**src/common/sys_pkg.sv**
```systemverilog
// System-control package
// CPU bus, device select, read-data and clock-enable types plus the
// divider phases and memory-map constants shared by the control core
`default_nettype none

package sys_pkg;

	typedef logic [15:0] addr_t;
	typedef logic [7:0]  byte_t;
	typedef logic [3:0]  pix_cnt_t;
	typedef logic [5:0]  phase_t;

	// CPU side of the bus, write strobe active low
	typedef struct packed {
		addr_t addr;
		byte_t dout;
		logic  wr_n;
		logic  rd;
	} cpu_bus_t;

	typedef struct packed {
		logic ppa1;
		logic ppa2;
		logic pit;
		logic crt;
		logic dma;
	} dev_sel_t;

	// Read bytes coming back from the external chips and ROMs
	typedef struct packed {
		byte_t pit;
		byte_t ppa1;
		byte_t ppa2;
		byte_t crt;
		byte_t rom;
		byte_t rom86;
	} dev_rdata_t;

	typedef struct packed {
		logic f1;
		logic f2;
		logic pix;
		logic pit;
		logic lpf;
	} ce_t;

	// Dividers
	localparam int unsigned PIX_DIV = 12;
	localparam int unsigned CPU_DIV = 54;

	localparam phase_t PH_F1     = 6'd0;
	localparam phase_t PH_F2     = 6'd13;
	localparam phase_t PH_F1_ALT = 6'd27;
	localparam phase_t PH_F2_ALT = 6'd40;
	localparam phase_t PH_PIT    = 6'd8;

	// Apogee I/O pages and ROM window
	localparam byte_t APO_PIT_PAGE  = 8'hEC;
	localparam byte_t APO_PPA1_PAGE = 8'hED;
	localparam byte_t APO_PPA2_PAGE = 8'hEE;
	localparam byte_t APO_CRT_PAGE  = 8'hEF;
	localparam byte_t APO_ROM_PAGE  = 8'hF0;

	// Radio-86RK window bases
	localparam addr_t RK_PPA1_BASE = 16'h8000;
	localparam addr_t RK_PIT_BASE  = 16'hA000;
	localparam addr_t RK_NONE_BASE = 16'hA800;
	localparam addr_t RK_CRT_BASE  = 16'hC000;
	localparam addr_t RK_DMA_BASE  = 16'hE000;
	localparam addr_t RK_ROM_BASE  = 16'hF000;

	localparam int unsigned RESET_STRETCH = 16;

endpackage

`default_nettype wire

```
**src/hdl/ce_gen.sv**
```systemverilog
// Clock-enable generator
// Pixel enable every 12 cycles and the two-phase CPU enables over a
// 54-cycle frame, with the turbo doubling taken at the frame wrap
`timescale 1ns/1ps
`default_nettype none

module ce_gen import sys_pkg::*; (
	input  wire logic clk_sys,
	input  wire logic reset_key,
	input  wire logic turbo_i,
	output ce_t       ce_o
);

	localparam pix_cnt_t PIX_LAST   = pix_cnt_t'(PIX_DIV - 1);
	localparam phase_t   PHASE_LAST = phase_t'(CPU_DIV - 1);

	pix_cnt_t pix_cnt;
	phase_t   phase;
	logic     turbo_q;

	always_ff @(posedge clk_sys) begin
		if (reset_key) begin
			pix_cnt <= '0;
			phase   <= '0;
			turbo_q <= 1'b0;
			ce_o    <= '0;
		end else begin
			if (pix_cnt == PIX_LAST)
				pix_cnt <= '0;
			else
				pix_cnt <= pix_cnt + 4'd1;

			// Turbo only changes between frames
			if (phase == PHASE_LAST) begin
				phase   <= '0;
				turbo_q <= turbo_i;
			end else begin
				phase <= phase + 6'd1;
			end

			ce_o.pix <= (pix_cnt == '0);
			ce_o.f1  <= (phase == PH_F1) | (turbo_q & (phase == PH_F1_ALT));
			ce_o.f2  <= (phase == PH_F2) | (turbo_q & (phase == PH_F2_ALT));
			ce_o.pit <= (phase == PH_PIT);
			ce_o.lpf <= (phase == PH_F1) | (phase == PH_F1_ALT);
		end
	end

endmodule

`default_nettype wire

```
**config.mk**
```make
export PLATFORM = sky130hd
export DESIGN_NAME = ce_gen
export DESIGN_NICKNAME = d
export VERILOG_FILES = /design/src/common/sys_pkg.sv /design/src/hdl/ce_gen.sv
export SDC_FILE = /design/constraint.sdc
export NUM_CORES = 1
export LEC_CHECK = 0
export ABC_AREA = 1
export BUFFER_PORTS_ARGS = -buffer_cell sky130_fd_sc_hd__buf_2
export CORE_MARGIN = 2
export CORE_UTILIZATION = 43
export CTS_CLUSTER_SIZE = 12
export DETAILED_ROUTE_END_ITERATION = 7
export SLEW_MARGIN = 40
export SYNTH_ARGS = -nofsm -noshare
export SYNTH_HDL_FRONTEND = slang
export SYNTH_SLANG_ARGS = --single-unit
```
**constraint.sdc**
```tcl
create_clock -name clk_sys -period 1.4 [get_ports clk_sys]
set_clock_uncertainty 0.05 [all_clocks]
set_input_delay 0.07 -clock clk_sys [delete_from_list [all_inputs] [get_ports clk_sys]]
set_output_delay 0.07 -clock clk_sys [all_outputs]
set_load 0.02 [all_outputs]
```
==> run summary <==
Post-route ant nets - 0
Syn nets - 102
Number of fill cells - 147
Post-CTS Setup Inserts - 0
CP max FO - 5
DR iter-0 viols - 12
Setup_tns - 0 ps
IO Pins - 8
Skew-Pair Late Insertion Delay - 280 ps
Reg-to-Reg End - ce_o[4]
DRC viols - 0
Combinational fraction of design power - 10.7%
Run status - completed
Clock share of power - 33.6%
Worst min-delay path endpoint - turbo_q
Chip width - 44.3 um
Layout Area Growth over Synthesis - 16.0%
First-pass GRT wire length - 2080 um
Async S/R FF share, synth - 0%
Die Height - 44.3 um
Row cnt - 14
Routability cong. - 0.826
CTS tree - built
Hold Fails Final Rpt - 0
Sw Ratio - 24.0%
Lkg Pwr - 0.396 nW
Vias - 573
Sw Pwr - 0.213 mW
Syn Area/Cell - 7.41 um^2
Unrepaired setup endpoints after global routing - no
Crit path required time - 1570 ps
DP HPWL - 878 um
CTS root buf - clkbuf_4
Seq cells post-synth - 16
Fin crit period - 1240 ps
Clock slew at reported path FFs - 100 ps
Overall power - 0.887 mW
Most frequent cells after synthesis - inv_1, nor2_1, dfxtp_1
Min-delay src - turbo_i
Area leader, netlist - dfxtp_1
Worst setup SP type - flip-flop
Synth top area share - 46.0%
Max Freq - 805 MHz
Mapped Cells - 94
Deepest level of the CTS H-tree - 1
Reg power frac - 55.7%
Vias in the first global route - 526
Critical path class - reg -> reg
Worst hold stages - 5
Total wire length - 1160 um
Hold WC Path Type - in -> reg
Initial antenna violation count - 0
EDFF count, synth - 0
Vias per cell - 4.66
Nets - 116
Worst Reg-to-Reg Cells - 7
Slew Viols, Final - 0
YS warnings - 0
CTS sink count - 16
Core Footprint - 1510 um^2
MaxCap Viol Count - 0
Worst EP arrival - 1410 ps
Worst R2R Setup Slack - 160 ps
CTS Buffer Depth - 2
Largest cells by area after synthesis - dfxtp_1, inv_1, nor2_1
Peak VDD IR - 560 uV
CP Capture Type - flip-flop
Synth cell types - 13
Layout cell share with drive strength beyond 1 - 13.1%
Port bufs - 7
Total track usage - 14.8%
Num CTS Buffers - 3
RR Startpoint - phase[0]
Launch point of the worst path - phase[0]
Cell-internal power - 0.674 mW
Slew headroom - 83.6%
Antenna fix cells - 0
Routed len/inst - 9.40 um
Power density over cell area - 1100 nW/um^2
# setup viols final - 0
1st-pass router iterations - 4
GRT overflow - 0
Post-synth top flop - dfxtp_1
Initial Util - 46.3%
Post-Syn Area - 697 um^2
Fin crit share - 88.7%
Least-Margin Pin Slew - 245 ps
Count leader, synth - inv_1
Register area share after synthesis - 46.0%
Die area - 1960 um^2
Largest net degree at the start of global routing - 10
[power by group through the flow]
stage | sequential, mW | clock (mW) | combinational [mW]
global route | 0.496 | 0.341 | 0.111
finish | 0.494 | 0.298 | 0.0947
detailed placement | 0.505 | 0 | 0.0930
CTS | 0.494 | 0.312 | 0.0953
floorplan | 0.513 | 0 | 0.0569
global placement | 0.504 | 0 | 0.0918
[routing by layer]
layer,part of all wire (%),track usage [%],vias to the layer above,wire length [um]
li1,-,-,317,-
met1,51,18.2,240,584
met3,4.6,3.67,4,53
met2,42,22.4,12,483
met5,0,0,-,0
met4,2.9,10.9,0,34
[worst max path at each step]
stage,endpoint,slack [ps],cells past startpoint
2_1_floorplan,phase[3],280,6
3_3_place_gp,phase[5],170,6
3_5_place_dp,phase[5],140,6
4_1_cts,phase[5],130,6
5_1_grt,turbo_q,20,6
6_report,ce_o[4],160,7
[through the flow]
stage	setup WS [ps]	util [%]	cell area [um^2]	instances	hold WS, ps
3_3_place_gp	173	50.4	759	118	195
4_1_cts	126	53.5	806	123	69.2
5_1_grt	15.9	53.7	808	123	119
3_5_place_dp	141	50.4	759	118	198
2_1_floorplan	284	-	697	94	92.3
6_report	158	53.7	808	123	74.9
[what timing repair did]
item,CTS,global route
hold buffers,1,0
hold endpoints to repair,1,0
setup endpoints to repair,0,2
gates resized for setup,0,1
[cell families after synthesis]
kind of cell / after synthesis / synth area share [%]
AO/OA/AOI/OAI: 7 / 5.03
XOR/XNOR: 1 / 1.26
adder cells (fa/ha/maj): 5 / 8.98
buffers and inverters: 21 / 11.3
flip-flops: 16 / 46.0
AND/OR/NAND/NOR: 44 / 27.5
[placed cells by master (no fill, tap or decap), drive strengths merged]
cell type     n
a21oi         3
nor3          1
nand3         8
and2          1
nor2         17
o21ai         4
dlygate4sd3   1
ha            5
nand2        12
clkbuf        4
buf           8
inv          21
or2           1
xor2          1
nand4         4
dfxtp        16
[registers in the layout (all words and copies together) (netlist names)]
name     cells
phase        6
ce_o         5
pix_cnt      4
turbo_q      1
[area by class of cell]
class / instances / area [um^2] / area share, %
Sequential cell: 16 / 320 / 39.6
Multi-Input combinational cell: 57 / 300 / 37.2
Timing Repair Buffer: 9 / 52.6 / 6.50
Inverter: 21 / 78.8 / 9.75
Tap cell: 16 / 20.0 / 2.48
Clock buffer: 4 / 36.3 / 4.49
[worst max-delay path: stages (launching register included)]
cell and delay [ps]:
dfxtp_1 410, ha_1 220, inv_1 60, nor2_1 110
nand3_1 110, nand2_1 70, nand2_1 60, nor2_1 80
No activity file was read; power rests on OpenSTA's default activity.
