===== src/common/load_pkg.sv =====
// Loader package
// Download port and RAM fill types, RK tape-file constants
`default_nettype none

package load_pkg;

	// Byte stream from the host side
	typedef struct packed {
		logic        active;
		logic [7:0]  index;
		logic        wr;
		logic [24:0] addr;
		logic [7:0]  data;
	} dl_port_t;

	// One RAM write from the loader
	typedef struct packed {
		logic        wr;
		logic [15:0] addr;
		logic [7:0]  data;
	} fill_t;

	// 8080 JMP, placed at address 0 ahead of the start address
	localparam logic [7:0] JMP_OPCODE = 8'hC3;

	// Indices whose files lack the leading sync byte
	localparam logic [1:0][7:0] RK_OFFSET_INDICES = {8'h41, 8'h01};

	// Index from which a download selects the Radio-86RK map
	localparam logic [7:0] MODE86_MIN_INDEX = 8'd2;

	// Last byte of the jump stub, kept during the erase
	localparam logic [15:0] STUB_END = 16'd2;

endpackage

`default_nettype wire


===== src/rk_loader/rk_loader.sv =====
// RK tape-file loader
// Turns a downloaded RK file into RAM writes: a JMP stub at 0..2, the
// body at its load address, then zeroes the rest of RAM at a slow pace
`timescale 1ns/1ps
`default_nettype none

module rk_loader import load_pkg::*; #(
	parameter int unsigned ERASE_DIV_BITS = 6
) (
	input  wire logic     clk_sys,
	input  wire logic     reset_key,
	input  wire dl_port_t dl_i,
	output fill_t         fill_o,
	output logic          filling_o
);

	logic                      offset;
	logic [24:0]               pos;
	logic [7:0]                start_hi;
	logic [7:0]                start_lo;
	logic [15:0]               body_ptr;
	logic [15:0]               erase_addr;
	logic [ERASE_DIV_BITS-1:0] erase_div;
	logic                      erase_pending;
	logic                      erasing;

	// Files without the sync byte start one position later
	assign offset = (dl_i.index == RK_OFFSET_INDICES[0]) |
	                (dl_i.index == RK_OFFSET_INDICES[1]);
	assign pos = dl_i.addr + {24'd0, offset};

	assign filling_o = dl_i.active | erase_pending | erasing;

	always_ff @(posedge clk_sys) begin
		if (reset_key) begin
			fill_o.wr     <= 1'b0;
			erase_pending <= 1'b0;
			erasing       <= 1'b0;
		end else begin
			fill_o.wr <= 1'b0;

			if (dl_i.active) begin
				erasing       <= 1'b0;
				erase_pending <= 1'b1;
				if (dl_i.wr) begin
					case (pos)
						25'd0: begin
							// Sync byte
						end
						25'd1: begin
							start_hi    <= dl_i.data;
							fill_o.addr <= 16'd0;
							fill_o.data <= JMP_OPCODE;
							fill_o.wr   <= 1'b1;
						end
						25'd2: begin
							start_lo    <= dl_i.data;
							fill_o.addr <= 16'd1;
							fill_o.data <= dl_i.data;
							fill_o.wr   <= 1'b1;
						end
						25'd3: begin
							fill_o.addr <= STUB_END;
							fill_o.data <= start_hi;
							fill_o.wr   <= 1'b1;
						end
						25'd4: begin
							body_ptr <= {start_hi, start_lo};
						end
						default: begin
							fill_o.addr <= body_ptr;
							fill_o.data <= dl_i.data;
							fill_o.wr   <= 1'b1;
							body_ptr    <= body_ptr + 16'd1;
						end
					endcase
				end
			end else if (erase_pending) begin
				// Erase runs from just past the body round to the start
				erase_pending <= 1'b0;
				erasing       <= 1'b1;
				erase_addr    <= body_ptr;
				erase_div     <= ERASE_DIV_BITS'(1);
			end else if (erasing) begin
				erase_div <= erase_div + 1'b1;
				if (erase_div == '0) begin
					if (erase_addr == {start_hi, start_lo}) begin
						erasing <= 1'b0;
					end else begin
						fill_o.addr <= erase_addr;
						fill_o.data <= 8'd0;
						// Keep the jump stub
						fill_o.wr   <= (erase_addr > STUB_END);
						erase_addr  <= erase_addr + 16'd1;
					end
				end
			end
		end
	end

endmodule

`default_nettype wire


===== config.mk =====
export PLATFORM = sky130hd
export DESIGN_NAME = rk_loader
export DESIGN_NICKNAME = d
export VERILOG_FILES = /design/src/common/load_pkg.sv /design/src/rk_loader/rk_loader.sv
export SDC_FILE = /design/constraint.sdc
export NUM_CORES = 1
export LEC_CHECK = 0
export BUFFER_PORTS_ARGS = -buffer_cell sky130_fd_sc_hd__buf_4
export CORE_MARGIN = 2
export CORE_UTILIZATION = 46
export CTS_CLUSTER_SIZE = 20
export DETAILED_ROUTE_END_ITERATION = 8
export GPL_ROUTABILITY_DRIVEN = 0
export GPL_TIMING_DRIVEN = 1
export PLACE_DENSITY = 0.67
export SLEW_MARGIN = 20
export SYNTH_ARGS = -nofsm -noshare
export SYNTH_HDL_FRONTEND = slang
export SYNTH_SLANG_ARGS = --single-unit
export TNS_END_PERCENT = 5

===== constraint.sdc =====
create_clock -name clk_sys -period 8.6 [get_ports clk_sys]
set_clock_uncertainty 0.05 [all_clocks]
set_input_delay 0 -clock clk_sys [delete_from_list [all_inputs] [get_ports clk_sys]]
set_output_delay 0 -clock clk_sys [all_outputs]
set_load 0.01 [all_outputs]

==> metrics.cfg <==
[worst_setup_path]
path_cells=buf_4 -> nor4_1 -> and3_1 -> ha_1 -> ha_1 -> nand4_1 -> nor4_2 -> nand4_1 -> mux2i_1 -> nor4_4 -> a21o_1 -> a21oi_2 -> buf_4
r2r_slack_ps=5680
max_stage_delay_ps=590
crit_arrival_ps=3320
critPathKind=primary input to flip-flop
rr_endpoint=fill_o[10]
crit_path_start_kind=primary input
r2r_cells=9
cp.required_ps=8600
cp_max_fo=14
critPathCaptureType=flip-flop
crit_path_start=dl_i[36]
crit_family=simple AND/OR/NAND/NOR gates
r2r_start=erase_addr[7]
slowest_stage=a21oi_2
crit_buf_inv=2

[sta]
relSlewSlack=0.4552
grt_setup_unrepaired=no
min_period_ps=3315
max_freq_ghz=0.3017
hold_viol=0
min_period_over_period=0.3854
tns_ps=0
worst_pin_slew_ps=810.9
setup_viol=0
drv_slew=0
holdWs_ps=156.6

[floorplanning]
die_w_um=103.8
io_pins=71
row_count=36
die_y_um=103.8
core-area_mm2=0.009729
die_area_mm2=0.01078
start_util=0.4711

[yosys]
synth.distinct_cells=53
syn_area_mm2=0.004583
synth_edf_count=78
yosysSeqAreaShare=0.5242
ys_seq_elements=81
synth_area_leaders=edfxtp_1 (51%), xor2_1 (6.1%), a22o_1 (4.2%)
syn-mean-instance-area_um2=11.63
yosysTopAreaCell=edfxtp_1
ys_warn_count=0
synth_ff_type=edfxtp_1
synth_top_area_share=0.5111
synth_nets=446
async_flop_share=0
syn_inst=394

[power]
p_seq_frac=0.580
power.switching_mw=0.1906
internal_power_mw=0.5839
swShare=0.2462
ir_worst_vdd_mv=0.09129
pwr-share-comb=0.093
total_power_mw=0.7745
p_per_area_mw_per_mm2=139.4
p_clk_frac=0.327
p_leak_nw=2.110

[flow_run]
cap_violations=0

[route]
avgViaCountPerCell=5.488
first_iter_violations=208
dr_total_vias=3386
totalWireLength_mm=9.893
ant_nets=0
wl_per_cell_um=16.03
drc_errors=0
dr.pass1.iters=5

[min_path]
hold_path_end=fill_o[24]
hold_class=primary input to flip-flop
min_path_cells=4
worstHoldStart=dl_i[33]

[clock_network]
cts_max_level=3
clk_path_buf_depth=2
insertion_delay_ps=360
clk_root_buffer_cell=clkbuf_8
clkSinkCount=81
cts_buffers=9
cts_tree=built
cts.reportedPaths.clkPinSlew_ps=80

[layout]
syn_to_final_growth_pct=21.24
multi_input_area_mm2=0.002100
diodes=0
num-nets-final=531
post-route-cell-area_mm2=0.005557
nFillCells=871
register_area_mm2=0.002404
drive_gt1_frac=0.2417

[global_route]
grt_first_pass_wirelength_mm=16.30
grt_overflow=0
antenna_found_initial=0
grt_usage=0.1890
grt_max_degree=40
grt_pass1_vias=3323

[place]
dp_hpwl_mm=7.405
placed_area_mm2=0.005269
port_buffers=69

[outcome]
outcome=complete, no violations

cell usage after synthesis, drive strengths merged, types with 13 or more instances:
| cell | count |
|---|---|
| xnor2 | 21 |
| xor2 | 32 |
| nor2 | 14 |
| edfxtp | 78 |
| o21ai | 20 |
| nand3 | 17 |
| nand2 | 37 |
| mux2 | 16 |
| nor4 | 13 |
| a22o | 22 |
| and3 | 13 |
registers in the layout, summed over array words and instances (netlist names):
name and cells:
start_lo 8, erasing 1, erase_addr 16, erase_div 6
erase_pending 1, fill_o 25, body_ptr 16, start_hi 8
area by class of cell:
cell class                 instances  share of cell area
multi-input combinational        291              0.3778
clock inverter                     7            0.009457
timing repair buffer              86              0.1211
sequential                        81              0.4326
clock buffer                       9             0.02229
tap                              133             0.02995
inverter                          10            0.006755
worst max-delay path by stage:
stage / to / depth (start not counted)
6_report: fill_o[10] / 13
5_1_grt: fill_o[12] / 13
4_1_cts: fill_o[10] / 13
3_5_place_dp: fill_o[10] / 13
3_3_place_gp: fill_o[10] / 13
2_1_floorplan: fill_o[0] / 11
tightest hold or removal path, stage by stage:
cell     delay [ps]
buf_4           120
nand2_1         170
a21o_1          150
a21oi_1          70
stage by stage:
stage          utilization  std cells  setup WS, ps
2_1_floorplan            -        394          4994
3_3_place_gp        0.5415        590          4941
3_5_place_dp        0.5415        590          4927
4_1_cts             0.5710        617          5284
5_1_grt             0.5711        617          4978
6_report            0.5711        617          5285
routing by layer:
metal | GRT usage | vias to the layer above | part of all wire
met1 | 0.2620 | 1601 | 0.46
met3 | 0.03650 | 10 | 0.052
met2 | 0.3059 | 109 | 0.47
li1 | - | 1666 | -
met5 | 0 | - | 0
met4 | 0.04923 | 0 | 0.012
timing repair:
| action | 4_1_cts | 5_1_grt |
|---|---|---|
| setup endpoints to repair | 0 | 0 |
| gates resized for setup | 0 | 0 |
| setup buffers | 0 | 0 |
| endpoints found under the hold margin | 27 | 0 |
| hold buffers | 11 | 0 |
cells in the final DEF (no fill, tap or decap), types with 7 or more instances in the layout:
cell type and n:
edfxtp_1 78, buf_4 75, nand2_1 37, xor2_1 32
a22o_1 22, xnor2_1 21, o21ai_0 19, nand3_1 17
nor2_1 14, and3_1 13, nor4_1 11, dlygate4sd3_1 11
inv_1 10, nand4_1 10, nor3_1 10, mux2_4 9
clkbuf_8 9, mux2_2 7, ha_1 7
logic make-up (layout without fill, tap and decap cells):
group | Yosys count | in the layout | share of synthesized area
flip-flops | 81 | 81 | 0.5242
AND/OR/NAND/NOR | 142 | 142 | 0.1745
buffers and inverters | 22 | 112 | 0.01966
adder cells (fa/ha/maj) | 7 | 7 | 0.01911
AO/OA/AOI/OAI | 71 | 71 | 0.1103
multiplexers | 18 | 18 | 0.05105
XOR/XNOR | 53 | 53 | 0.1013
power by group through the flow:
| stage | sequential [mW] | clock [mW] | combinational (mW) |
|---|---|---|---|
| floorplan | 0.455 | 0 | 0.0339 |
| global placement | 0.458 | 0 | 0.0661 |
| detailed placement | 0.458 | 0 | 0.0679 |
| CTS | 0.449 | 0.257 | 0.0720 |
| global route | 0.451 | 0.270 | 0.0791 |
| finish | 0.449 | 0.254 | 0.0718 |
Note: power is estimated with default switching activity, not from simulation.
