**src/common/sys_pkg.sv**
```systemverilog
// System-control package
// CPU bus, device select, read-data and clock-enable types plus the
// divider phases and memory-map constants shared by the control core
`default_nettype none

package sys_pkg;

	typedef logic [15:0] addr_t;
	typedef logic [7:0]  byte_t;
	typedef logic [3:0]  pix_cnt_t;
	typedef logic [5:0]  phase_t;

	// CPU side of the bus, write strobe active low
	typedef struct packed {
		addr_t addr;
		byte_t dout;
		logic  wr_n;
		logic  rd;
	} cpu_bus_t;

	typedef struct packed {
		logic ppa1;
		logic ppa2;
		logic pit;
		logic crt;
		logic dma;
	} dev_sel_t;

	// Read bytes coming back from the external chips and ROMs
	typedef struct packed {
		byte_t pit;
		byte_t ppa1;
		byte_t ppa2;
		byte_t crt;
		byte_t rom;
		byte_t rom86;
	} dev_rdata_t;

	typedef struct packed {
		logic f1;
		logic f2;
		logic pix;
		logic pit;
		logic lpf;
	} ce_t;

	// Dividers
	localparam int unsigned PIX_DIV = 12;
	localparam int unsigned CPU_DIV = 54;

	localparam phase_t PH_F1     = 6'd0;
	localparam phase_t PH_F2     = 6'd13;
	localparam phase_t PH_F1_ALT = 6'd27;
	localparam phase_t PH_F2_ALT = 6'd40;
	localparam phase_t PH_PIT    = 6'd8;

	// Apogee I/O pages and ROM window
	localparam byte_t APO_PIT_PAGE  = 8'hEC;
	localparam byte_t APO_PPA1_PAGE = 8'hED;
	localparam byte_t APO_PPA2_PAGE = 8'hEE;
	localparam byte_t APO_CRT_PAGE  = 8'hEF;
	localparam byte_t APO_ROM_PAGE  = 8'hF0;

	// Radio-86RK window bases
	localparam addr_t RK_PPA1_BASE = 16'h8000;
	localparam addr_t RK_PIT_BASE  = 16'hA000;
	localparam addr_t RK_NONE_BASE = 16'hA800;
	localparam addr_t RK_CRT_BASE  = 16'hC000;
	localparam addr_t RK_DMA_BASE  = 16'hE000;
	localparam addr_t RK_ROM_BASE  = 16'hF000;

	localparam int unsigned RESET_STRETCH = 16;

endpackage

`default_nettype wire

```
**src/hdl/reset_seq.sv**
```systemverilog
// Reset sequencer
// Holds the CPU in reset while any request is present and for a fixed
// stretch after the last one goes away
`timescale 1ns/1ps
`default_nettype none

module reset_seq import sys_pkg::*; (
	input  wire logic       clk_sys,
	input  wire logic       reset_key,
	input  wire logic [2:0] kbd_reset_i,
	input  wire logic       soft_reset_i,
	input  wire logic       filling_i,
	output logic            cpu_reset_o
);

	localparam int unsigned CNT_W = $clog2(RESET_STRETCH);
	localparam logic [CNT_W-1:0] CNT_LAST = CNT_W'(RESET_STRETCH - 1);

	logic             req;
	logic [CNT_W-1:0] stretch_q;

	// Any source restarts the stretch
	assign req = reset_key | (|kbd_reset_i) | soft_reset_i | filling_i;

	always_ff @(posedge clk_sys) begin
		if (req) begin
			cpu_reset_o <= 1'b1;
			stretch_q   <= '0;
		end else if (stretch_q != CNT_LAST) begin
			stretch_q <= stretch_q + 1'b1;
		end else begin
			cpu_reset_o <= 1'b0;
		end
	end

endmodule

`default_nettype wire

```
**config.mk**
```make
export PLATFORM = sky130hd
export DESIGN_NAME = reset_seq
export DESIGN_NICKNAME = d
export VERILOG_FILES = /design/src/common/sys_pkg.sv /design/src/hdl/reset_seq.sv
export SDC_FILE = /design/constraint.sdc
export NUM_CORES = 1
export LEC_CHECK = 0
export BUFFER_PORTS_ARGS = -buffer_cell sky130_fd_sc_hd__buf_4
export CAP_MARGIN = 20
export CORE_AREA = 2 2 39 41
export DETAILED_ROUTE_END_ITERATION = 6
export DIE_AREA = 0 0 41 43
export PLACE_DENSITY = 0.44
export SYNTH_ARGS = -nofsm -noshare
export SYNTH_HDL_FRONTEND = slang
export SYNTH_SLANG_ARGS = --single-unit
```
**constraint.sdc**
```tcl
create_clock -name clk_sys -period 2.1 [get_ports clk_sys]
set_clock_uncertainty 0.05 [all_clocks]
set_input_delay 0.105 -clock clk_sys [delete_from_list [all_inputs] [get_ports clk_sys]]
set_output_delay 0.105 -clock clk_sys [all_outputs]
set_load 0.05 [all_outputs]
```
==> results.rst <==
.. list-table::
   :header-rows: 1

   * - Metric
     - Value
   * - Worst setup path startpoint
     - stretch_q[0]
   * - Post-synth ARST share
     - 0
   * - Status
     - finished clean
   * - Netlist area before placement
     - 211 um^2
   * - Post-detail-place hpwl
     - 274 um
   * - Residual DRC
     - 0
   * - Worst IR Drop VDD
     - 0.258 mV
   * - Headroom to the max-slew limit
     - 0.870
   * - Net count of the mapped netlist
     - 31
   * - Cell area after layout
     - 310 um^2
   * - Setup repair after global routing missed its margin
     - no
   * - Cell Pwr Density
     - between 700 and 800 nW/um^2
   * - Number of antenna violations at the first check in global routing
     - 0
   * - Top-area cell type share of the netlist area
     - 0.473
   * - Cell types with the largest area share after synthesis
     - dfxtp_1 (47%), nor2_1 (11%), ha_1 (5.9%)
   * - Clock tree from TritonCTS
     - done
   * - Biggest cell delay along the critical path
     - 0.38 ns
   * - Sinks on the clock net
     - 5
   * - Sequential cell area fraction in the yosys report
     - 0.473
   * - Top achievable clock speed
     - 845 MHz
   * - End of the worst register-to-register path
     - stretch_q[1]
   * - Min Clock Period, post-route
     - 1.18 ns
   * - Tcrit/Tclk final
     - 0.563
   * - Register-to-Register Setup Slack
     - around 0.92 ns
   * - Cell accounting for the most synthesized area
     - dfxtp_1
   * - Count of input and output buffers
     - 7
   * - Die Area
     - 1760 um^2
   * - Die width
     - 41 um
   * - Post-Route Hold Slack
     - 0.188 ns
   * - Post-synthesis sequential element count
     - 5
   * - Critical path's slowest cell
     - dfxtp_1
   * - Via count of the first global-routing pass
     - 190
   * - Critical Path Sink Type
     - flip-flop
   * - Share of post-route cells with drive strength above 1
     - 0.353
   * - Kind of start point of the critical path
     - flip-flop
   * - Leakage
     - 0.129 nW
   * - Count of flip-flops with a built-in enable after synthesis
     - 0
   * - Core Box Area
     - between 1000 and 1500 um^2
   * - Dominant delay contributor by cell family on the critical path
     - flip-flops
   * - Max-cap violations
     - 0
   * - CP endpoint
     - stretch_q[1]
   * - Buffers and inverters on the worst path
     - 0
   * - Avg WL per Cell
     - 7.68 um
   * - Top post-synthesis cells by count
     - nor2_1 (6), dfxtp_1 (5), nand2_1 (2), nand3_1 (2)
   * - Global router's overall resource usage
     - 0.0603
   * - Residual antenna-violating net count after detailed routing
     - 0
   * - Layout net count
     - 43
   * - Clock insertion delay at the later pin of the skew report
     - 0.24 ns
   * - Clock transition at path regs
     - 0.05 ns
   * - Number of optimization iterations in the first detailed-route pass
     - 2
   * - Total Neg Setup Slack
     - 0 ns
   * - H-Tree Depth
     - 1
   * - Placer Congestion
     - 0.602
   * - Required arrival time at the worst endpoint
     - 2.18 ns
   * - Most frequently used cell type in the post-synthesis netlist
     - nor2_1
   * - Yosys warns
     - 0
   * - Total count of hold-check failures in the final report
     - 0
   * - Path class of the lowest-slack min-delay path
     - input pin to flip-flop
   * - Vias
     - around 200
   * - Depth of the most critical reg-to-reg path
     - 4
   * - Total of endpoints with negative setup slack in the final report
     - 0
   * - Clock root buffer
     - clkbuf_4
   * - Maximum clock path buffer count
     - 2
   * - Count of mapped cells out of synthesis
     - 23
   * - Kind of critical path
     - flip-flop to flip-flop
   * - Top-level I/O count
     - 8
   * - Number of buffers inserted during clock tree synthesis
     - 3
   * - Total routed wirelength
     - ~380 um
   * - Starting Density
     - 0.153
   * - CP Cell Sequence
     - ha_1 > nand3_1 > mux2i_1 > nor2_1
   * - DRT iter0 DRCs
     - 6
   * - Die extent in y
     - 43 um
   * - Wire length of the first global-routing pass
     - roughly 680 um
   * - Post-synth top flop
     - dfxtp_1
   * - Area growth from synthesis to layout
     - 46.7%
   * - Number of gates on the worst path with buffers counted
     - 4
   * - FP Rows
     - 14
   * - Post-CTS setup buffer count
     - 0
   * - Average vias per placed instance
     - 3.96
   * - Arrival time of the worst setup path
     - between 1 and 1.5 ns
   * - Dpl cell area
     - roughly 280 um^2
   * - Largest net degree at the start of global routing
     - 6
   * - Antenna cells
     - 0
   * - Hold buffer count at CTS
     - 0
   * - R2r startpoint
     - stretch_q[0]
   * - Largest driver fanout on the critical path
     - 4
   * - Mean post-synth cell area
     - slightly above 9 um^2
   * - Final count of pins violating max slew
     - 0
   * - CTS-repair resized insts
     - 0
   * - Count of cell types in the netlist
     - 12
   * - Slew of the pin with the lowest slew margin
     - 0.194 ns
   * - Total overflow reported by the global router
     - 0
worst reg2reg max path, stage by stage (launching register included):
cell and delay (ns):
dfxtp_1 0.38, ha_1 0.23, nand3_1 0.17, mux2i_1 0.19, nor2_1 0.05
final cells by class:
type                       count  area, um^2
clock buffer                   4        26.3
fill                         153        1070
multi-input combinational     18         111
sequential                     5         100
tap                           16        20.0
timing repair buffer           7        52.6
power by group:
group	leakage (nW)	total, W	internal, W	switching, W
registers	0.0403	0.0000957	0.0000955	0.000000224
clock network	0.0150	0.000112	0.0000719	0.0000403
logic	0.0737	0.0000108	0.00000798	0.00000287
state kept, by name, indices dropped and copies added (netlist names):
name	cells
stretch_q	4
cpu_reset_o	1
metrics by stage:
stage | setup WS [ns] | total power, W | utilization | cells
floorplan | 1.00 | 0.0000990 | - | 23
global placement | 0.928 | 0.000108 | 0.205 | 46
detailed placement | 0.928 | 0.000108 | 0.205 | 46
CTS | 0.904 | 0.000226 | 0.224 | 50
global route | 0.809 | 0.000229 | 0.224 | 50
finish | 0.917 | 0.000219 | 0.224 | 50
cell families after synthesis:
group,share of synthesized area
AOI/OAI and AO/OA,0.107
xor gates and xnor gates,0.0414
adders and majority gates,0.0592
DFF,0.473
muxes,0.0473
and+or+nand+nor,0.272
worst min path at each step:
stage	start	cells after the start	to
after CTS	kbd_reset_i[0]	4	stretch_q[3]
after detailed placement	cpu_reset_o	1	cpu_reset_o
after global placement	cpu_reset_o	1	cpu_reset_o
final	kbd_reset_i[0]	4	stretch_q[3]
after global routing	kbd_reset_i[0]	4	stretch_q[3]
after floorplan	kbd_reset_i[0]	3	stretch_q[0]
per-layer routing:
layer | up-vias | GRT usage | wire [um]
li1 | 102 | - | -
met5 | - | 0 | 0
met3 | 0 | 0.0628 | 34
met2 | 10 | 0.0750 | 172
met4 | 0 | 0.0200 | 0
met1 | 86 | 0.0677 | 177
layout by cell type, fill, tap and decap left out:
master / Yosys / final
nor3_1: 1 / 1
clkbuf_1: 0 / 1
xnor2_1: 1 / 1
a31oi_1: 1 / 1
dfxtp_1: 5 / 5
buf_4: 0 / 7
mux2i_1: 1 / 1
a211oi_1: 1 / 1
nand2_1: 2 / 2
ha_1: 1 / 1
nand3_1: 2 / 2
nor2_1: 6 / 6
a21o_2: 1 / 1
clkbuf_4: 0 / 3
nor4_2: 1 / 1
Power figures use the tool's default switching activity.
