===== config.mk =====
export PLATFORM = sky130hd
export DESIGN_NAME = addr_decode
export DESIGN_NICKNAME = d
export VERILOG_FILES = /design/src/common/sys_pkg.sv /design/src/common/load_pkg.sv /design/src/hdl/addr_decode.sv
export SDC_FILE = /design/constraint.sdc
export NUM_CORES = 1
export LEC_CHECK = 0
export BUFFER_PORTS_ARGS = -buffer_cell sky130_fd_sc_hd__buf_2
export CAP_MARGIN = 20
export CORE_MARGIN = 4
export CORE_UTILIZATION = 39
export CTS_CLUSTER_SIZE = 30
export DETAILED_ROUTE_END_ITERATION = 7
export PLACE_DENSITY = 0.79
export SLEW_MARGIN = 20
export SYNTH_ARGS = -nofsm -noshare
export SYNTH_HDL_FRONTEND = slang
export SYNTH_SLANG_ARGS = --single-unit

===== constraint.sdc =====
create_clock -name clk_sys -period 1.6 [get_ports clk_sys]
set_input_delay 0.16 -clock clk_sys [delete_from_list [all_inputs] [get_ports clk_sys]]
set_output_delay 0.16 -clock clk_sys [all_outputs]
set_load 0.005 [all_outputs]

===== src/common/sys_pkg.sv =====
// System-control package
// CPU bus, device select, read-data and clock-enable types plus the
// divider phases and memory-map constants shared by the control core
`default_nettype none

package sys_pkg;

	typedef logic [15:0] addr_t;
	typedef logic [7:0]  byte_t;
	typedef logic [3:0]  pix_cnt_t;
	typedef logic [5:0]  phase_t;

	// CPU side of the bus, write strobe active low
	typedef struct packed {
		addr_t addr;
		byte_t dout;
		logic  wr_n;
		logic  rd;
	} cpu_bus_t;

	typedef struct packed {
		logic ppa1;
		logic ppa2;
		logic pit;
		logic crt;
		logic dma;
	} dev_sel_t;

	// Read bytes coming back from the external chips and ROMs
	typedef struct packed {
		byte_t pit;
		byte_t ppa1;
		byte_t ppa2;
		byte_t crt;
		byte_t rom;
		byte_t rom86;
	} dev_rdata_t;

	typedef struct packed {
		logic f1;
		logic f2;
		logic pix;
		logic pit;
		logic lpf;
	} ce_t;

	// Dividers
	localparam int unsigned PIX_DIV = 12;
	localparam int unsigned CPU_DIV = 54;

	localparam phase_t PH_F1     = 6'd0;
	localparam phase_t PH_F2     = 6'd13;
	localparam phase_t PH_F1_ALT = 6'd27;
	localparam phase_t PH_F2_ALT = 6'd40;
	localparam phase_t PH_PIT    = 6'd8;

	// Apogee I/O pages and ROM window
	localparam byte_t APO_PIT_PAGE  = 8'hEC;
	localparam byte_t APO_PPA1_PAGE = 8'hED;
	localparam byte_t APO_PPA2_PAGE = 8'hEE;
	localparam byte_t APO_CRT_PAGE  = 8'hEF;
	localparam byte_t APO_ROM_PAGE  = 8'hF0;

	// Radio-86RK window bases
	localparam addr_t RK_PPA1_BASE = 16'h8000;
	localparam addr_t RK_PIT_BASE  = 16'hA000;
	localparam addr_t RK_NONE_BASE = 16'hA800;
	localparam addr_t RK_CRT_BASE  = 16'hC000;
	localparam addr_t RK_DMA_BASE  = 16'hE000;
	localparam addr_t RK_ROM_BASE  = 16'hF000;

	localparam int unsigned RESET_STRETCH = 16;

endpackage

`default_nettype wire


===== src/common/load_pkg.sv =====
// Loader package
// Download port and RAM fill types, RK tape-file constants
`default_nettype none

package load_pkg;

	// Byte stream from the host side
	typedef struct packed {
		logic        active;
		logic [7:0]  index;
		logic        wr;
		logic [24:0] addr;
		logic [7:0]  data;
	} dl_port_t;

	// One RAM write from the loader
	typedef struct packed {
		logic        wr;
		logic [15:0] addr;
		logic [7:0]  data;
	} fill_t;

	// 8080 JMP, placed at address 0 ahead of the start address
	localparam logic [7:0] JMP_OPCODE = 8'hC3;

	// Indices whose files lack the leading sync byte
	localparam logic [1:0][7:0] RK_OFFSET_INDICES = {8'h41, 8'h01};

	// Index from which a download selects the Radio-86RK map
	localparam logic [7:0] MODE86_MIN_INDEX = 8'd2;

	// Last byte of the jump stub, kept during the erase
	localparam logic [15:0] STUB_END = 16'd2;

endpackage

`default_nettype wire


===== src/hdl/addr_decode.sv =====
// Address decoder
// Keeps the machine mode and the startup ROM overlay, decodes the CPU
// address into chip selects and picks the byte returned to the CPU
`timescale 1ns/1ps
`default_nettype none

module addr_decode import sys_pkg::*, load_pkg::*; (
	input  wire logic       clk_sys,
	input  wire logic       reset_key,
	input  wire logic       cpu_reset_i,
	input  wire cpu_bus_t   cpu_i,
	input  wire dl_port_t   dl_i,
	input  wire logic [2:0] kbd_reset_i,
	input  wire byte_t      ram_q_i,
	input  wire dev_rdata_t dev_i,
	output dev_sel_t        sel_o,
	output byte_t           cpu_din_o,
	output logic            mode86_o
);

	typedef enum logic [2:0] {
		SRC_RAM, SRC_ZERO, SRC_PIT, SRC_PPA1, SRC_PPA2, SRC_CRT, SRC_ROM, SRC_ROM86
	} src_t;

	logic       dl_active_q;
	logic       startup_q;
	logic       overlay;
	src_t       src;
	src_t       src_q;
	dev_rdata_t dev_q;
	addr_t      a;

	assign a = cpu_i.addr;
	// Overlay takes effect as soon as the CPU enters reset
	assign overlay = startup_q | cpu_reset_i;

	// Mode and overlay state --------------
	always_ff @(posedge clk_sys) begin
		if (reset_key) begin
			dl_active_q <= 1'b0;
			mode86_o    <= 1'b0;
			startup_q   <= 1'b1;
		end else begin
			dl_active_q <= dl_i.active;
			if (dl_i.active & ~dl_active_q)
				mode86_o <= (dl_i.index >= MODE86_MIN_INDEX);
			// Keyboard reset keys override the download choice
			if (|kbd_reset_i)
				mode86_o <= kbd_reset_i[2];
			startup_q <= cpu_reset_i | (startup_q & ~a[15]);
		end
	end

	// Address map --------------------------
	always_comb begin
		sel_o = '0;
		src   = SRC_RAM;
		if (overlay) begin
			src = mode86_o ? SRC_ROM86 : SRC_ROM;
		end else if (mode86_o) begin
			if (a >= RK_ROM_BASE) begin
				src = SRC_ROM86;
			end else if (a >= RK_DMA_BASE) begin
				src       = SRC_ROM86;
				sel_o.dma = 1'b1;
			end else if (a >= RK_CRT_BASE) begin
				src       = SRC_CRT;
				sel_o.crt = 1'b1;
			end else if (a >= RK_NONE_BASE) begin
				src = SRC_ZERO;
			end else if (a >= RK_PIT_BASE) begin
				src       = SRC_PIT;
				sel_o.pit = 1'b1;
			end else if (a >= RK_PPA1_BASE) begin
				src        = SRC_PPA1;
				sel_o.ppa1 = 1'b1;
			end
		end else begin
			case (a[15:8])
				APO_PIT_PAGE:  begin src = SRC_PIT;  sel_o.pit  = 1'b1; end
				APO_PPA1_PAGE: begin src = SRC_PPA1; sel_o.ppa1 = 1'b1; end
				APO_PPA2_PAGE: begin src = SRC_PPA2; sel_o.ppa2 = 1'b1; end
				APO_CRT_PAGE:  begin src = SRC_CRT;  sel_o.crt  = 1'b1; end
				default: begin
					// Top 4K is ROM, DMA registers share its first page
					if (a[15:12] == APO_ROM_PAGE[7:4]) begin
						src       = SRC_ROM;
						sel_o.dma = (a[15:8] == APO_ROM_PAGE);
					end
				end
			endcase
		end
	end

	// Read data lines up with the synchronous RAM
	always_ff @(posedge clk_sys) begin
		if (reset_key)
			src_q <= SRC_RAM;
		else
			src_q <= src;
		dev_q <= dev_i;
	end

	always_comb begin
		case (src_q)
			SRC_ZERO:  cpu_din_o = '0;
			SRC_PIT:   cpu_din_o = dev_q.pit;
			SRC_PPA1:  cpu_din_o = dev_q.ppa1;
			SRC_PPA2:  cpu_din_o = dev_q.ppa2;
			SRC_CRT:   cpu_din_o = dev_q.crt;
			SRC_ROM:   cpu_din_o = dev_q.rom;
			SRC_ROM86: cpu_din_o = dev_q.rom86;
			default:   cpu_din_o = ram_q_i;
		endcase
	end

endmodule

`default_nettype wire


==> out/qor.csv, run 1 <==
metric,value,unit
"Reg clk slew, reported paths",80,ps
CTS tree,yes,
arrival time worst endpoint,1690,ps
slack of the critical path,-252,ps
WHS Path Cells,3,
Cells after Synth,173,
synthesized area,1880,um^2
status,"finished, violations left",
Crit Path Category,reg -> out,
Root Driver,clkbuf_8,
minimum clock period,1850,ps
clock buffer depth,2,
Initial Utilization,0.401,
die width,77.5,um
Mean Syn Cell Area,10.9,um^2
CP Capture Type,output pin,
grt total ovfl,0,
reg-to-reg endpoint,src_q[0],
Post-synth top flop,dfxtp_1,
leading post-synthesis cells by cell area,"dfxtp_1, mux4_2, a222oi_1",
DR vias,1987,
Final Net Count,462,
GPL Wtd Cong,0.797,
Setup-failing EPs final,8,
"critical path fanouts, max",9,
die area,6000,um^2
core area,4690,um^2
reg2reg setup slack,480,ps
vias in the first global route,1934,
Hold Path End,startup_q,
failing checks,setup timing,
Power Density,832,nW/um^2
Skew-Pair Late Insertion Delay,290,ps
"Seq/Total Area, Yosys",0.574,
syn nets,304,
Area Growth Syn to Fin,70.2,%
htree depth,2,
die height,77.5,um
CTS buffer count,5,
# diodes,0,
Max Fclk,540,MHz
count of cell types in the netlist,40,
final worst-path cycle share,1.16,
initial DRC count,117,
top cell type's share of synthesized area,0.574,
clk_skew,6.51,ps
DP Wirelength,3290,um
first-pass GRT wire length,9090,um
R2R depth,5,
Via density,5.16,
number of buffers added on ports,91,
clock sinks,54,
final hold viol count,0,
number of synthesized flops with an enable pin,0,
Max Cap Viol,0,
layout cell share with drive strength beyond 1,0.432,
startpoint types,register,
"Slew Viols, Final",0,
startpoint of the worst register-to-register path,startup_q,
largest net degree at the start of global routing,15,
Leakage,1.46,nW
Post-route DRC,0,
CP required,1440,ps
Avg WL per Cell,16.4,um
Worst Hold Class,in -> reg,
DRT Pass-1 Iters,8,
antenna violations before repair,0,
"FF+latch count, synth",54,
TNS Setup,-1410,ps
RSZ-0062 raised after global routing,yes,
Slew HR,0.781,
Worst Tran Pin Value,327,ps
Max IR drop VDD,0.445,mV
Synthesis Warnings,0,
num ports,145,
ys async rst share,0,
Detail Route Antenna Nets,0,
Core Rows,25,
total track usage,0.193,
hold path startpoint,cpu_reset_i,
final WL,6310,um
largest area contributor in the netlist,dfxtp_1,
"Power, Total",2.67,mW
-- kinds of logic (layout without fill, tap and decap cells) --
| group | after synthesis | after routing | share of synthesized area |
|---|---|---|---|
| flops | 54 | 54 | 0.574 |
| simple gates | 62 | 62 | 0.177 |
| buf+inv | 11 | 169 | 0.0359 |
| mux | 12 | 12 | 0.0864 |
| compound gates | 34 | 34 | 0.126 |
-- stage by stage --
stage          setup slack [ps]  instance area, um^2  hold WS, ps  utilization  cells
6_report                   -252                 3210         88.5        0.683    385
3_5_place_dp               52.8                 2420          264        0.516    316
4_1_cts                    -197                 3080         79.3        0.655    378
3_3_place_gp               57.8                 2420          263        0.516    316
5_1_grt                    -332                 3210          110        0.683    385
2_1_floorplan               294                 1880          188            -    173
-- critical path, cell delays in order, from the launching register on --
cell and delay [ps]:
dfxtp_4 380, buf_12 120, and3b_4 220, a222oi_1 360
a21oi_1 160, buf_2 160
-- Yosys cell counts, drive strengths merged (2+ instances only) --
master / n
nor2: 14
dfxtp: 54
nand2b: 6
a222oi: 5
or2: 2
nor2b: 4
a21o: 5
inv: 3
nor4: 4
mux2: 4
a21oi: 9
nand2: 12
mux2i: 5
o21ai: 4
mux4: 3
a31oi: 2
a22oi: 2
nor3: 3
nand3: 10
buf: 7
-- where the power goes --
group | switching, mW | internal, mW | total (mW)
Combinational | 0.204 | 0.312 | 0.516
Clock | 0.396 | 0.302 | 0.698
Sequential | 0.0355 | 1.42 | 1.45
-- per-layer routing --
| layer | vias to the layer above | GRT usage | wire length, um |
|---|---|---|---|
| li1 | 939 | - | - |
| met1 | 903 | 0.196 | 2320 |
| met5 | - | 0 | 0 |
| met4 | 0 | 0.0765 | 215 |
| met2 | 123 | 0.369 | 3290 |
| met3 | 22 | 0.0545 | 477 |
-- repair_timing --
action,4_1_cts,5_1_grt
cloned,0,1
gates resized for setup,11,14
pin swaps,7,12
setup buffers,7,6
hold buffers,48,0
endpoints found under the hold margin,48,0
endpoints found under the setup margin,12,13
-- area by class of cell --
class	count	area [um^2]
timing repair buffer	159	1150
fill	340	1490
clock buffer	7	76.3
sequential	54	1090
tap	54	67.6
inverter	3	11.3
multi-input combinational	108	807
-- worst max-delay path by stage --
stage	start	to	depth (start not counted)
after floorplan	src_q[1]	cpu_din_o[5]	4
after global placement	src_q[2]	cpu_din_o[0]	5
after detailed placement	src_q[2]	cpu_din_o[1]	5
after CTS	src_q[2]	cpu_din_o[1]	5
after global routing	src_q[2]	cpu_din_o[1]	5
final	src_q[2]	cpu_din_o[1]	5
-- registers in the layout, indices dropped and copies added, names as in the netlist --
register	cells
startup_q	1
src_q	3
mode86_o	1
dev_q	48
dl_active_q	1
-- layout by cell type (no fill, tap or decap), drive strengths merged, types with 2 or more instances in the layout --
cell type    Yosys  final
nand3           10     10
or2              2      2
dlygate4sd3      0     48
a31oi            2      2
nor2b            4      4
nor3             3      3
a222oi           5      5
nor2            14     14
a22oi            2      2
mux2             4      4
a21oi            9      9
dfxtp           54     54
mux4             3      3
o21ai            4      4
mux2i            5      5
clkbuf           1      8
inv              3      3
buf              7    110
nor4             4      4
nand2b           6      6
nand2           12     12
a21o             5      5
Power figures use the tool's default switching activity.
==> run 2: changes to the inputs <==
- ABC_AREA: not set -> 1
- CORE_UTILIZATION: 39 -> 40
- PLACE_DENSITY: 0.79 -> 0.8
==> run 2 against run 1 <==
Effect of this change: the run still ends with setup timing left; worst setup slack better by 240 ps; hold slack worse by 46 ps; clock power up 17%; combinational power down 6.8%; critical path depth up 3; global-route usage up 0.13 points.
==> out/qor.csv, run 2 <==
metric,value,unit
status,"finished, violations left",
failing checks,setup timing,
CP most frequent cell,buf_6,
fill count,335,
DP Wirelength,3940,um
final WL,6300,um
clock buffer depth,2,
Skew-Pair Late Insertion Delay,300,ps
Max Fclk,621,MHz
die height,77.8,um
"critical path fanouts, max",8,
largest area contributor in the netlist,dfxtp_1,
clock sinks,54,
antenna violations before repair,0,
top cell type's share of synthesized area,0.554,
Mean Syn Cell Area,8.48,um^2
crit-path cells,"inv_4, nand3_2, buf_6, buf_6, o22ai_4, nor2_1, nand4_1, buf_2",
Via density,4.78,
# diodes,0,
Hold Path End,mode86_o,
number of buffers added on ports,91,
most frequent cells in the layout,"buf_2, dfxtp_1, dlygate4sd3_1",
most frequent cell after synthesis,dfxtp_1,
Max IR drop VDD,0.474,mV
largest registers in the final layout,"dev_q: 48 flops, src_q: 3 flops",
R2R depth,4,
hold path startpoint,reset_key,
WHS Path Cells,2,
vias in the first global route,2105,
CP required,1440,ps
leading post-synthesis cells by cell area,"dfxtp_1, inv_1, nand4_1",
Crit-path slowest cell,dfxtp_4,
placed cell area,2500,um^2
final worst-path cycle share,1.01,
synthesized area,1950,um^2
syn nets,361,
Worst Hold Class,in -> reg,
grt total ovfl,0,
largest net degree at the start of global routing,17,
clk_skew,3.90,ps
Detail Route Antenna Nets,0,
Core Rows,25,
num ports,145,
"commonest non-fill, non-tap cell in the layout",buf_2,
startpoint of the worst register-to-register path,startup_q,
Layout Cell Area excl Fill,3350,um^2
"Slew Viols, Final",0,
CTS tree,yes,
ys async rst share,0,
reg-to-reg endpoint,src_q[0],
DR vias,2173,
Crit Path Category,reg -> out,
CTS buffer count,5,
slack of the critical path,-11.3,ps
DRT Pass-1 Iters,4,
Biggest register,dev_q,
GPL Wtd Cong,0.859,
Cells after Synth,230,
final hold viol count,0,
Synthesis Warnings,0,
Max Cap Viol,0,
Worst Tran Pin Value,249,ps
synth cell count leaders,"dfxtp_1, inv_1, nand4_1, nand2_1, nor2_1",
Area Growth Syn to Fin,71.8,%
RSZ-0062 raised after global routing,yes,
"FF+latch count, synth",54,
count of cell types in the netlist,24,
Avg WL per Cell,13.9,um
CP Capture Type,output pin,
die width,77.8,um
reg2reg setup slack,500,ps
minimum clock period,1610,ps
Slew HR,0.833,
die area,6060,um^2
layout cell share with drive strength beyond 1,0.387,
CP max stage delay,410,ps
Leakage,1.64,nW
Initial Utilization,0.413,
htree depth,2,
Setup-failing EPs final,3,
initial DRC count,130,
Largest register FFs,48,
Post-route DRC,0,
Final Net Count,518,
startpoint types,register,
Power Density,822,nW/um^2
Post-synth top flop,dfxtp_1,
"Reg clk slew, reported paths",90,ps
number of synthesized flops with an enable pin,0,
arrival time worst endpoint,1450,ps
first-pass GRT wire length,9390,um
core area,4720,um^2
total track usage,0.195,
Root Driver,clkbuf_8,
Place WS,102,ps
"Seq/Total Area, Yosys",0.554,
run 2: cell types whose count changed after synthesis, sizes merged, moves of 5 or more:
cell and delta:
mux2i -5, a21o -5, nor2 +10, nand4 +25, a21oi -7, nand2 +15, o22ai +16, a222oi -5
nand2b -6, inv +49
run 2: stage by stage:
stage	utilization	instances	total power [mW]	hold slack (ps)	TNS [ps]
2_1_floorplan	-	230	1.62	188	0
3_3_place_gp	0.528	389	1.78	263	0
3_5_place_dp	0.528	389	1.79	264	0
4_1_cts	0.674	449	2.71	31.6	0
5_1_grt	0.709	455	2.88	27.6	-654
6_report	0.709	455	2.75	42.4	-24.5
run 2: how the worst max path moves through the flow:
stage	slack, ps	startpoint	end
global route	-110	src_q[0]	cpu_din_o[7]
floorplan	490	src_q[1]	cpu_din_o[0]
finish	-10	src_q[0]	cpu_din_o[4]
global placement	80	src_q[0]	cpu_din_o[5]
CTS	4	src_q[1]	cpu_din_o[1]
detailed placement	100	src_q[1]	cpu_din_o[5]
run 2: what timing repair did:
| action | 4_1_cts | 5_1_grt |
|---|---|---|
| endpoints found under the setup margin | 10 | 12 |
| hold endpoints to repair | 48 | 0 |
| gates cloned | 1 | 0 |
| gates resized for setup | 21 | 24 |
| buffers inserted | 3 | 6 |
| hold buffers | 48 | 0 |
| pin swaps | 2 | 7 |
run 2: worst max-delay path, delay by kind of cell, from the launching register on:
kind            cells  cell delay (ps)
compound gates      1               50
buf+inv             4              460
simple gates        3              230
flops               1              410
run 2: layout make-up:
type                       count  area [um^2]  share of cell area
clock inverter                 1         8.76             0.00261
inverter                      52          204              0.0609
tap                           67         83.8              0.0250
clock buffer                   7         96.3              0.0288
timing repair buffer         154         1080               0.323
timing repair inverter         1         7.51             0.00224
multi-input combinational    119          772               0.230
sequential                    54         1090               0.327
run 2: power by group:
group	total, mW	internal (mW)	leakage (nW)	switching [mW]
Combinational	0.481	0.268	1.13	0.213
Clock	0.816	0.397	0.0544	0.419
Sequential	1.46	1.42	0.456	0.0399
Total	2.75	2.08	1.64	0.672
run 2: cells by family after synthesis:
| kind of cell | Yosys count | synth area share |
|---|---|---|
| compound gates | 25 | 0.0789 |
| simple gates | 94 | 0.247 |
| flops | 54 | 0.554 |
| buf+inv | 57 | 0.120 |
run 2: layer usage:
| metal | vias up | GRT usage | part of all wire |
|---|---|---|---|
| met2 | 97 | 0.359 | 0.51 |
| met5 | - | 0 | 0 |
| met1 | 1000 | 0.226 | 0.41 |
| met4 | 0 | 0.0480 | 0.015 |
| li1 | 1068 | - | - |
| met3 | 8 | 0.0418 | 0.063 |
